$ cat config.mk
export PLATFORM = sky130hd
export DESIGN_NAME = sdram_cache_fsm
export DESIGN_NICKNAME = d
export VERILOG_FILES = /design/src/hw/sdram_cache_pkg.sv /design/src/hw/sdram_cache_fsm.sv
export VERILOG_INCLUDE_DIRS = /design/src /design/src/hw
export SDC_FILE = /design/constraint.sdc
export NUM_CORES = 1
export LEC_CHECK = 0
export ABC_CLOCK_PERIOD_IN_PS = 900
export BUFFER_PORTS_ARGS = -buffer_cell sky130_fd_sc_hd__buf_2
export CORE_AREA = 5 5 42 44
export DETAILED_ROUTE_END_ITERATION = 7
export DIE_AREA = 0 0 47 49
export PLACE_DENSITY = 0.48
export SYNTH_ARGS = -nofsm -noshare
export SYNTH_HDL_FRONTEND = slang
export SYNTH_SLANG_ARGS = --single-unit
$ cat constraint.sdc
create_clock -name ui_clk -period 0.9 [get_ports ui_clk]
set_input_delay 0 -clock ui_clk [delete_from_list [all_inputs] [get_ports ui_clk]]
set_output_delay 0 -clock ui_clk [all_outputs]
set_load 0.01 [all_outputs]
$ cat src/hw/sdram_cache_config.svh
`ifndef SDRAM_CACHE_CONFIG_SVH
`define SDRAM_CACHE_CONFIG_SVH

////////////////////
// Cache geometry
////////////////////

// Lines held in the cache
`define SDC_ENTRIES    4
// Bytes per line, one app burst of eight 16-bit words
`define SDC_LINE_BYTES 16
// CPU byte address width
`define SDC_ADDR_W     28
// Byte lanes returned by a big read
`define SDC_LANES      8

////////////////////
// App port commands
////////////////////

`define SDC_CMD_WRITE  3'b000
`define SDC_CMD_READ   3'b001

`endif

$ cat src/hw/sdram_cache_pkg.sv
`default_nettype none
`include "sdram_cache_config.svh"

package sdram_cache_pkg;

    typedef logic [`SDC_ADDR_W-1:0] byte_addr_t;                             // CPU byte address
    typedef logic [`SDC_ADDR_W-$clog2(`SDC_LINE_BYTES)-1:0] line_tag_t;     // Address minus offset
    typedef logic [`SDC_ADDR_W-1:0] app_addr_t;                              // App word address
    typedef logic [`SDC_LINE_BYTES*8-1:0] line_data_t;                       // One full line
    typedef logic [`SDC_LINE_BYTES-1:0] byte_mask_t;                         // Per-byte flags
    typedef logic [$clog2(`SDC_ENTRIES)-1:0] entry_idx_t;                    // Entry number
    typedef logic [`SDC_LANES-1:0] lane_mask_t;                              // Requested lanes
    typedef logic [`SDC_LANES*8-1:0] rd_data_t;                              // Lane 0 in bits 7:0
    typedef logic [15:0] half_t;                                             // CPU write data
    typedef logic [2:0] app_cmd_t;

    // Control states
    typedef enum logic [2:0] {
        START,      // Waiting for calibration
        IDLE,       // Ready for a request
        LOOKUP,     // Hit search
        VICTIM,     // Pick write-back or fill
        WRITE_BACK, // Issue victim write
        WB_WAIT,    // Victim write in flight
        FILL,       // Issue line read
        FILL_WAIT   // Line read in flight
    } cache_state_e;

endpackage

`default_nettype wire

$ cat src/hw/sdram_cache_fsm.sv
`timescale 1ns/1ps
`default_nettype none

module sdram_cache_fsm (
    input  wire  ui_clk,
    input  wire  arst_n,
    input  wire  calib_done,
    input  wire  sd_cs,
    input  wire  sd_we,
    input  wire  all_found,
    input  wire  victim_dirty,
    input  wire  rd_done,
    input  wire  wr_done,
    output logic sd_ready,
    output logic accept,
    output logic look_en,
    output logic commit_wr,
    output logic issue_rd,
    output logic issue_wr,
    output logic fill_en,
    output logic clean_en,
    output sdram_cache_pkg::cache_state_e state
);
    import sdram_cache_pkg::*;

    cache_state_e state_nxt;

    ////////////////////
    // Next state
    ////////////////////

    always_comb begin
        state_nxt = state; // Hold by default, covers back-pressure waits
        case (state)
            START: begin
                if (calib_done) state_nxt = IDLE;
            end
            IDLE: begin
                if (accept) state_nxt = LOOKUP;
            end
            LOOKUP: begin
                state_nxt = all_found ? IDLE : VICTIM;
            end
            VICTIM: begin
                // Dirty victim goes out before the fill
                state_nxt = victim_dirty ? WRITE_BACK : FILL;
            end
            WRITE_BACK: begin
                state_nxt = WB_WAIT;
            end
            WB_WAIT: begin
                if (wr_done) state_nxt = FILL;
            end
            FILL: begin
                state_nxt = FILL_WAIT;
            end
            FILL_WAIT: begin
                if (rd_done) state_nxt = LOOKUP; // Retry, a big read may miss again
            end
            default: begin
                state_nxt = START;
            end
        endcase
    end

    ////////////////////
    // State and ready
    ////////////////////

    always_ff @(posedge ui_clk or negedge arst_n) begin
        if (!arst_n) begin
            state    <= START;
            sd_ready <= 1'b0;
        end else begin
            state    <= state_nxt;
            // Rises one edge after entering IDLE, drops on accept
            sd_ready <= (state == IDLE) && !accept;
        end
    end

    // Strobes to the datapath
    assign accept    = (state == IDLE) && sd_ready && sd_cs;
    assign look_en   = (state == LOOKUP);               // Register read result
    assign commit_wr = look_en && all_found && sd_we;   // Hit write, all lanes present
    assign issue_wr  = (state == WRITE_BACK);
    assign issue_rd  = (state == FILL);
    assign clean_en  = (state == WB_WAIT) && wr_done;   // Victim now matches SDRAM
    assign fill_en   = (state == FILL_WAIT) && rd_done; // Load the new line

endmodule

`default_nettype wire

Word-level counts from Yosys, hierarchy flattened
Cells that the tools add are included.
{"block": "word_totals", "register_bits": 4, "in_bits": 9, "wordCells": 30}
{"block": "op_classes", "n_eq_ne": 11, "n_mux": 7, "n_reduce_logical": 10}
{"op": "3-bit case mux with 8 select lines", "n": 1}
{"op": "3-bit == test (second input constant)", "n": 4}
{"op": "3-bit 2-to-1 mux", "n": 4}
{"op": "2-bit != test (second input constant)", "n": 4}
{"op": "1-bit logical AND", "n": 7}
{"op": "3-bit by 2-bit == test with 1-bit output (second input constant)", "n": 2}
{"op": "2-bit 2-to-1 mux", "n": 2}
{"op": "4-bit AND reduction", "n": 1}
{"op": "3-bit by 1-bit == test with 1-bit output (second input constant)", "n": 1}
{"op": "3-bit zero test", "n": 1}
{"op": "1-bit zero test", "n": 1}

Depth between registers and ports, before layout
Gate-level depths: netlist of the first run.
{"block": "logic_depth", "word_depth": 5, "ltp_mapped": 4}

Least setup slack after synthesis of the first run
OpenSTA, ideal clock, no wires.
{"block": "synth_timing", "path_type": "register -> register", "startpoint": "register state[1]", "endpoint": "register state[0]", "setup_ns": 0.087, "arrival_ns": 0.975, "required_time_ns": 0.813, "path_slack_ns": -0.162, "path_stages_with_launch": 5, "n_path_buf": 1, "cell_sequence": "dfrtp_1 buf_6 nor2_2 a22oi_1 a22oi_1"}
{"block": "synth_via", "elab_chain_cells": 5, "word_cells_on_any_way": 16, "classes_between": "11 x eq/ne; 1 x mux; 4 x reduce/logical"}
{"element": "from (decl)", "line": "sdram_cache_fsm.sv:22", "source": "output sdram_cache_pkg::cache_state_e state"}
{"element": "from (signal assigned)", "line": "sdram_cache_fsm.sv:75", "source": "state <= state_nxt;"}
{"element": "3-bit by 1-bit == test with 1-bit output", "line": "sdram_cache_fsm.sv:34, sdram_cache_fsm.sv:82"}
{"element": "1-bit logical AND (2 in series)", "line": "sdram_cache_fsm.sv:82", "source": "assign accept = (state == IDLE) && sd_ready && sd_cs;"}
{"element": "2-bit != test (no line)"}
{"element": "4-bit AND reduction (no line)"}
Several ways; a longest one is shown, not always the timed one.
A chain may end at the register's enable or synchronous reset.

Worst setup path in the final report of the first run
{"block": "layout_timing", "startpoint": "register state[2]", "endpoint": "output fill_en"}
{"block": "layout_via", "elab_chain_cells": 2}
{"element": "3-bit == test", "line": "sdram_cache_fsm.sv:88", "source": "assign fill_en = (state == FILL_WAIT) && rd_done;"}
{"element": "1-bit logical AND", "line": "sdram_cache_fsm.sv:88"}
{"element": "to (decl)", "line": "sdram_cache_fsm.sv:20", "source": "output logic fill_en,"}
No other way between the ends.

==> results_dict.tcl, run 1 <==
set metrics [dict create \
    status "finished, violations left" \
    violations "negative setup slack" \
    antenna_cells 0 \
    netlist_top_cells_count "nor2_1 (5), dfrtp_1 (4), a21oi_1 (3), nand2_1 (3)" \
    dieHeight_um 49 \
    antenna_found_initial 0 \
    drv_slew 0 \
    synth-seq-cells 4 \
    drive_above_1_share_pct 77.78 \
    yosysTopAreaCell "dfrtp_1" \
    synth_top_area_share_pct 36.53 \
    grt_max_degree 8 \
    post_dp_cell_area_sq_um 465.4 \
    rsz0062_at_grt "true" \
    vdd_drop_max_mv 1.844 \
    clk_pin_slew_worst_paths_ns 0.04 \
    cts_sinks 4 \
    die_w_um 47 \
    max_freq_mhz 847.9 \
    grt-ovfl-total 0 \
    cellLeakagePower_nw 0.3287 \
    setup_slack_ns -0.2794 \
    crit_required_ns 0.90 \
    h-tree-depth 1 \
    async_flop_share_pct 100.0 \
    syn_inst 33 \
    synth-main-ff-cell "dfrtp_1" \
    design_area_sq_um 670.6 \
    first_pass_iters 4 \
    grt_pass1_vias 357 \
    critical_path_class "reg2out" \
    pre_cts_slack_ns -0.2244 \
    core_area_sq_mm 0.001401 \
    rows 14 \
    finalHoldViolCount 0 \
    avgSynthCellArea_sq_um 8.303 \
    cts-buffers-inserted 3 \
    period_share_pct 131.0 \
    cts_tree "yes" \
    ys.warnings.count 0 \
    drt_iter0_drc 11 \
    slew_headroom_pct 88.82 \
    gp_congestion 0.6829 \
    grt_pass1_wl_um 1449 \
    grtUsageTotal_pct 9.052 \
    nNetsFinal 82 \
    endpoint_kind "output port" \
    dp_hpwl_um 655.9 \
    synth_fp_nets 42 \
    drc 0 \
    wire_per_inst_um 10.78 \
    critPathMaxFanout 6 \
    start_util_pct 19.55 \
    worst_ep_arrival_time_ns 1.18 \
    setup_viol 13 \
    synth_seq_area_share_pct 36.53 \
    hp-class "in2reg" \
    die-area_sq_mm 0.002303 \
    min_period_ns 1.179 \
    power-per-cell-area_mw_per_mm2 3207 \
    syn_area_sq_um 274.0 \
    via_count 387 \
    post-route-util_pct 47.86 \
    cts-root-buf "clkbuf_4" \
    synthTopCellsByArea "dfrtp_1 (37%), nor2_1 (6.8%), a21oi_1 (5.5%), a22oi_1 (5.5%), a211oi_2 (4.6%)" \
    ioPinCount 20 \
    crit_path_start_kind "register" \
    worst_pin_slew_ns 0.1664 \
    via_per_inst 4.398 \
    drt-total-wl_um 949 \
    skew_ns 0.003172 \
    clockBufferDepth 2 \
    yosysUniqueCellTypes 19 \
    clk_latency_ns 0.24 \
    portBuffers 19 \
    syn2layout_area_growth_pct 144.7 \
    cap_viol_max_count 0 \
    drtAntennaViolNets 0 \
    synth_edf_count 0 \
    yosysMostFrequentCell "nor2_1" \
]
-- routing by layer --
metal | wire length [um] | up-vias | GRT usage, %
met5 | 0 | - | 0
met4 | 29 | 0 | 11.06
met3 | 69 | 3 | 0.3690
met2 | 427 | 17 | 10.63
met1 | 423 | 169 | 12.47
li1 | - | 198 | -
-- sequential cells by signal, summed over array words and instances, names as in the netlist --
signal	count
state	3
sd_ready	1
-- worst max-delay path, cell delays in order (launching register included) --
cell     delay [ns]
dfrtp_2        0.46
buf_4          0.15
and4_1         0.19
buf_2          0.14
-- through the flow --
| step | power (mW) | cells | TNS (ns) | hold slack, ns |
|---|---|---|---|---|
| 2_1_floorplan | 0.9366 | 33 | -0.4072 | -0.2956 |
| 3_3_place_gp | 1.332 | 73 | -0.7491 | -0.1904 |
| 3_5_place_dp | 1.339 | 73 | -0.9704 | -0.1928 |
| 4_1_cts | 1.837 | 84 | -2.381 | 0.08667 |
| 5_1_grt | 2.294 | 88 | -3.110 | 0.09594 |
| 6_report | 2.151 | 88 | -2.465 | 0.07926 |
-- timing repair --
item	4_1_cts	5_1_grt
pin swaps	4	1
gates resized for setup	9	13
hold buffers	2	0
setup endpoints to repair	14	14
endpoints found under the hold margin	5	0
setup buffers	6	4
-- power breakdown --
part	internal [mW]	switching [mW]	leakage (nW)
sequential	0.270	0.131	0.0438
combinational	0.888	0.611	0.270
clock	0.167	0.0843	0.0150
total	1.33	0.826	0.329
-- final timing paths --
path,cells past startpoint,slack (ns),startpoint,endpoint
max,3,-0.28,state[2]$_DFFE_PN0P_,fill_en
min,4,0.08,victim_dirty,state[1]$_DFFE_PN0P_
max reg2reg,4,-0.22,state[1]$_DFFE_PN0P_,state[0]$_DFFE_PN0P_
min reg2reg,2,0.54,sd_ready$_DFF_PN0_,sd_ready$_DFF_PN0_
max in group asynchronous,2,0.67,arst_n,state[0]$_DFFE_PN0P_
min in group asynchronous,2,0.10,arst_n,state[2]$_DFFE_PN0P_
-- cells in the final DEF, fill, tap and decap left out, drive strengths merged --
cell	synthesis	routed
nor2	6	6
nor4	1	1
a21oi	3	3
buf	2	35
nand4b	1	1
a21o	1	1
and4	1	1
mux2i	1	1
o21ai	1	1
nand2	3	3
nand2b	2	2
dfrtp	4	4
nor3b	1	1
dlygate4sd3	0	2
a211oi	1	1
a22oi	2	2
nor3	1	1
inv	2	2
clkbuf	0	4
-- layout make-up --
class,instances,area (sq um)
tap,16,20.02
inverter,2,7.507
clock buffer,4,26.28
timing repair buffer,37,291.5
fill,148,730.7
multi-input combinational,25,221.5
sequential,4,103.9
-- cell families (layout without fill, tap and decap cells) --
family | Yosys count | after routing | share of synthesized area [%]
buffers and inverters | 4 | 43 | 8.675
flip-flops | 4 | 4 | 36.53
AND/OR/NAND/NOR | 16 | 16 | 31.05
multiplexers | 1 | 1 | 3.653
AO/OA/AOI/OAI | 8 | 8 | 20.09
Note: power is estimated with default switching activity, not from simulation.
==> inputs of run 2 (changes only) <==
--- a/config.mk
+++ b/config.mk
@@ -12,6 +12,7 @@
 export DETAILED_ROUTE_END_ITERATION = 7
 export DIE_AREA = 0 0 47 49
 export PLACE_DENSITY = 0.48
+export RECOVER_POWER = 100
 export SYNTH_ARGS = -nofsm -noshare
 export SYNTH_HDL_FRONTEND = slang
 export SYNTH_SLANG_ARGS = --single-unit
==> results_dict.tcl, run 2 (synthesis gave the netlist of run 1 again) <==
set metrics [dict create \
    critical_path_class "reg2out" \
    finalHoldViolCount 0 \
    final_common_cell "buf_2" \
    cap_viol_max_count 0 \
    die_w_um 47 \
    largest_register "state" \
    first_pass_iters 4 \
    cts-root-buf "clkbuf_4" \
    drive_above_1_share_pct 76.39 \
    status "finished, violations left" \
    drv_slew 0 \
    max_freq_mhz 847.9 \
    antenna_cells 0 \
    power-per-cell-area_mw_per_mm2 3212 \
    grt-ovfl-total 0 \
    clockPowerShare_pct 11.7 \
    comb_power_share_pct 69.7 \
    clk_latency_ns 0.24 \
    syn2layout_area_growth_pct 144.3 \
    p_switching_uw 825.5 \
    nNetsFinal 82 \
    clockBufferDepth 2 \
    skew_ns 0.003172 \
    crit_path_start_kind "register" \
    cts-buffers-inserted 3 \
    grtUsageTotal_pct 9.052 \
    setup_viol 13 \
    drt-total-wl_um 947 \
    fin_setup_tns_ns -2.465 \
    clk_pin_slew_worst_paths_ns 0.04 \
    slowest_delay_ns 0.46 \
    worst_ep_arrival_time_ns 1.18 \
    endpoint_kind "output port" \
    worst_pin_slew_ns 0.1993 \
    start_util_pct 19.55 \
    vdd_drop_max_mv 1.844 \
    period_share_pct 131.0 \
    final_cell_mix "buf_2 (14), buf_4 (10), buf_6 (9)" \
    violations "negative setup slack" \
    via_per_inst 4.398 \
    core_area_sq_mm 0.001401 \
    dp_hpwl_um 655.9 \
    rows 14 \
    portBuffers 19 \
    h-tree-depth 1 \
    cts_sinks 4 \
    die-area_sq_mm 0.002303 \
    min_period_ns 1.179 \
    rsz0062_at_grt "true" \
    netSwitchingFraction_pct 38.39 \
    drt_iter0_drc 11 \
    rrSetupSlack_ns -0.22 \
    hp-class "in2reg" \
    crit_required_ns 0.90 \
    gp_congestion 0.6829 \
    drtAntennaViolNets 0 \
    slowest_stage "dfrtp_2" \
    ioPinCount 20 \
    grt_pass1_vias 357 \
    slew_headroom_pct 86.71 \
    reg_top3 "state (3), sd_ready (1)" \
    power_mw 2.150 \
    antenna_found_initial 0 \
    setup_slack_ns -0.2794 \
    via_count 387 \
    grt_pass1_wl_um 1449 \
    seqPwrFrac_pct 18.6 \
    cts_tree "yes" \
    largest_reg_flops 3 \
    drc 0 \
    crit_chain "buf_4 -> and4_1 -> buf_2" \
    wire_per_inst_um 10.76 \
    critPathMaxFanout 6 \
    grt_max_degree 8 \
    cellLeakagePower_nw 0.3260 \
    dieHeight_um 49 \
    p_int_mw 1.325 \
]
run 2: layer usage:
metal	track usage, %	wire (um)	part of all wire (%)	vias to the layer above
met5	0	0	0	-
met3	0.3690	69	7.3	3
met4	11.06	29	3.1	0
met1	12.47	421	44	169
li1	-	-	-	198
met2	10.63	427	45	17
run 2: what timing repair did:
action | in CTS | in global routing
setup buffers | 6 | 4
endpoints found under the hold margin | 5 | 0
endpoints found under the setup margin | 14 | 14
gates cloned | 0 | 0
hold buffers | 2 | 0
pin swaps | 4 | 1
resized for setup | 9 | 13
run 2: layout make-up:
| type | instances | area (sq um) |
|---|---|---|
| fill | 149 | 732.0 |
| timing repair buffer | 37 | 290.3 |
| multi-input combinational | 25 | 221.5 |
| sequential | 4 | 103.9 |
| clock buffer | 4 | 26.28 |
| tap | 16 | 20.02 |
| inverter | 2 | 7.507 |
run 2: path summary, 6_finish.rpt:
| check | start | endpoint | depth (start not counted) |
|---|---|---|---|
| setup / recovery | state[2]$_DFFE_PN0P_ | fill_en | 3 |
| min in group asynchronous | arst_n | state[2]$_DFFE_PN0P_ | 2 |
| hold reg to reg | sd_ready$_DFF_PN0_ | sd_ready$_DFF_PN0_ | 2 |
| setup reg to reg | state[1]$_DFFE_PN0P_ | state[0]$_DFFE_PN0P_ | 4 |
| max in group asynchronous | arst_n | state[0]$_DFFE_PN0P_ | 2 |
| hold / removal | victim_dirty | state[1]$_DFFE_PN0P_ | 4 |
run 2: power groups by stage:
stage                     clock, mW  combinational (mW)  sequential (mW)
final                         0.251                1.50            0.401
after detailed placement          0               0.909            0.430
after global placement            0               0.907            0.426
after global routing          0.270                1.60            0.420
after floorplan                   0               0.543            0.394
after CTS                     0.261                1.17            0.406
run 2: metrics by stage:
stage	area, sq um	hold WS [ns]	std cells	setup slack, ns	utilization [%]
floorplan	301.5	-0.2956	33	-0.1074	-
global placement	465.4	-0.1904	73	-0.1949	33.21
detailed placement	465.4	-0.1928	73	-0.2244	33.21
CTS	578.1	0.08667	84	-0.2844	41.25
global route	669.4	0.09594	88	-0.3217	47.77
finish	669.4	0.07926	88	-0.2794	47.77
run 2: critical path, delay by kind of cell, from the launching register on:
family | cells | cell delay [ns]
buffers and inverters | 2 | 0.29
DFF | 1 | 0.46
and+or+nand+nor | 1 | 0.19
==> inputs of run 3 (changes only) <==
--- a/config.mk
+++ b/config.mk
@@ -7,12 +7,13 @@
 export NUM_CORES = 1
 export LEC_CHECK = 0
 export ABC_CLOCK_PERIOD_IN_PS = 900
-export BUFFER_PORTS_ARGS = -buffer_cell sky130_fd_sc_hd__buf_2
 export CORE_AREA = 5 5 42 44
 export DETAILED_ROUTE_END_ITERATION = 7
 export DIE_AREA = 0 0 47 49
-export PLACE_DENSITY = 0.48
-export RECOVER_POWER = 100
+export DONT_BUFFER_PORTS = 1
+export GPL_TIMING_DRIVEN = 0
+export PLACE_DENSITY = 0.35
+export RECOVER_POWER = 50
 export SYNTH_ARGS = -nofsm -noshare
 export SYNTH_HDL_FRONTEND = slang
 export SYNTH_SLANG_ARGS = --single-unit
==> results_dict.tcl, run 3 (synthesis gave the netlist of run 1 again) <==
set metrics [dict create \
    status "finished, violations left" \
    violations "negative setup slack" \
    gp_congestion 0.6694 \
    period_share_pct 132.1 \
    reg_top3 "state (3), sd_ready (1)" \
    clk_latency_ns 0.24 \
    grtUsageTotal_pct 9.457 \
    cap_viol_max_count 0 \
    worst_ep_arrival_time_ns 1.19 \
    critical_path_class "reg2out" \
    max_freq_mhz 840.9 \
    slew_headroom_pct 81.34 \
    via_per_inst 5.113 \
    core_area_sq_mm 0.001401 \
    dieHeight_um 49 \
    setup_viol 11 \
    fillers 159 \
    fin_setup_tns_ns -2.370 \
    die-area_sq_mm 0.002303 \
    cts_sinks 4 \
    h-tree-depth 1 \
    hp-class "in2async" \
    cts_tree "yes" \
    vdd_drop_max_mv 1.270 \
    dp_hpwl_um 618.7 \
    clockBufferDepth 2 \
    drt_iter0_drc 1 \
    largest_reg_flops 3 \
    nNetsFinal 56 \
    critPathMaxFanout 6 \
    antenna_found_initial 0 \
    cts-buffers-inserted 3 \
    wire_per_inst_um 15.03 \
    cellLeakagePower_nw 0.1914 \
    crit_path_start_kind "register" \
    antenna_cells 0 \
    rr_worst_depth 5 \
    drive_above_1_share_pct 54.35 \
    grt_max_degree 9 \
    power-per-cell-area_mw_per_mm2 3425 \
    start_util_pct 19.55 \
    cts-root-buf "clkbuf_4" \
    syn2layout_area_growth_pct 79.00 \
    endpoint_kind "output port" \
    setup_slack_ns -0.2892 \
    via_count 317 \
    drc 0 \
    portBuffers 0 \
    clk_pin_slew_worst_paths_ns 0.04 \
    rows 14 \
    grt-ovfl-total 0 \
    whs_ns 0.03242 \
    grt_pass1_vias 364 \
    drv_slew 0 \
    grt_pass1_wl_um 1573 \
    drtAntennaViolNets 0 \
    min_period_ns 1.189 \
    finalHoldViolCount 0 \
    crit_required_ns 0.90 \
    first_pass_iters 4 \
    worst_pin_slew_ns 0.2779 \
    drt-total-wl_um 932 \
    die_w_um 47 \
    final_cell_mix "buf_6 (4), nor2_4 (4), dlygate4sd3_1 (4)" \
    ioPinCount 20 \
    skew_ns 0.004405 \
    largest_register "state" \
    rsz0062_at_grt "true" \
]
-- run 3: changes by cell type in the layout (fill, tap and decap cells not counted), moves of 2 or more --
cell           before  now
nor2_4              2    4
dlygate4sd3_1       2    4
buf_6               9    4
buf_2              14    1
buf_4              10    2
-- run 3: worst paths after layout --
path,startpoint,to,slack (ns)
worst max-delay path,state[0]$_DFFE_PN0P_,commit_wr,-0.29
worst min-delay path,arst_n,state[1]$_DFFE_PN0P_,0.03
worst max register to register,state[0]$_DFFE_PN0P_,state[1]$_DFFE_PN0P_,-0.27
worst min register to register,sd_ready$_DFF_PN0_,sd_ready$_DFF_PN0_,0.53
max in group asynchronous,arst_n,state[0]$_DFFE_PN0P_,0.67
min in group ui_clk,victim_dirty,state[1]$_DFFE_PN0P_,0.03
-- run 3: where the power goes --
group / internal [mW] / total (mW) / switching [mW]
registers: 0.265 / 0.432 / 0.166
clock network: 0.167 / 0.253 / 0.0859
logic: 0.472 / 0.995 / 0.523
total: 0.905 / 1.68 / 0.775
-- run 3: cell type report --
cell class / instances / area (sq um) / share of cell area, %
inverter: 2 / 12.51 / 2.551
timing repair buffer: 9 / 82.58 / 16.84
tap: 16 / 20.02 / 4.082
buffer: 2 / 22.52 / 4.592
sequential: 4 / 102.6 / 20.92
multi-input combinational: 25 / 224.0 / 45.66
clock buffer: 4 / 26.28 / 5.357
-- run 3: per-stage QoR --
stage	power [mW]	worst slack, ns	cell area (sq um)	utilization [%]	std cells
2_1_floorplan	0.9366	-0.1074	301.5	-	33
3_3_place_gp	1.046	-0.2227	321.6	22.95	49
3_5_place_dp	1.054	-0.2313	321.6	22.95	49
4_1_cts	1.693	-0.2991	490.5	35.00	62
5_1_grt	1.800	-0.3404	490.5	35.00	62
6_report	1.680	-0.2892	490.5	35.00	62
-- run 3: repair_timing --
action / in CTS / in global routing
setup endpoints to repair: 11 / 11
gates resized for setup: 21 / 0
pin swaps: 6 / 2
buffers inserted: 4 / 0
endpoints found under the hold margin: 7 / 0
gates cloned: 1 / 0
hold buffers: 4 / 0
-- run 3: critical path: stages (launching register included) --
cell	delay, ns
dfrtp_2	0.46
buf_6	0.16
nor4_4	0.33
-- run 3: per-layer routing --
metal | up-vias | share of wire [%] | track usage [%]
met5 | - | 0 | 0
met4 | 0 | 1.1 | 8.295
met3 | 2 | 14 | 2.952
met2 | 21 | 46 | 14.25
met1 | 148 | 39 | 9.956
li1 | 146 | - | -
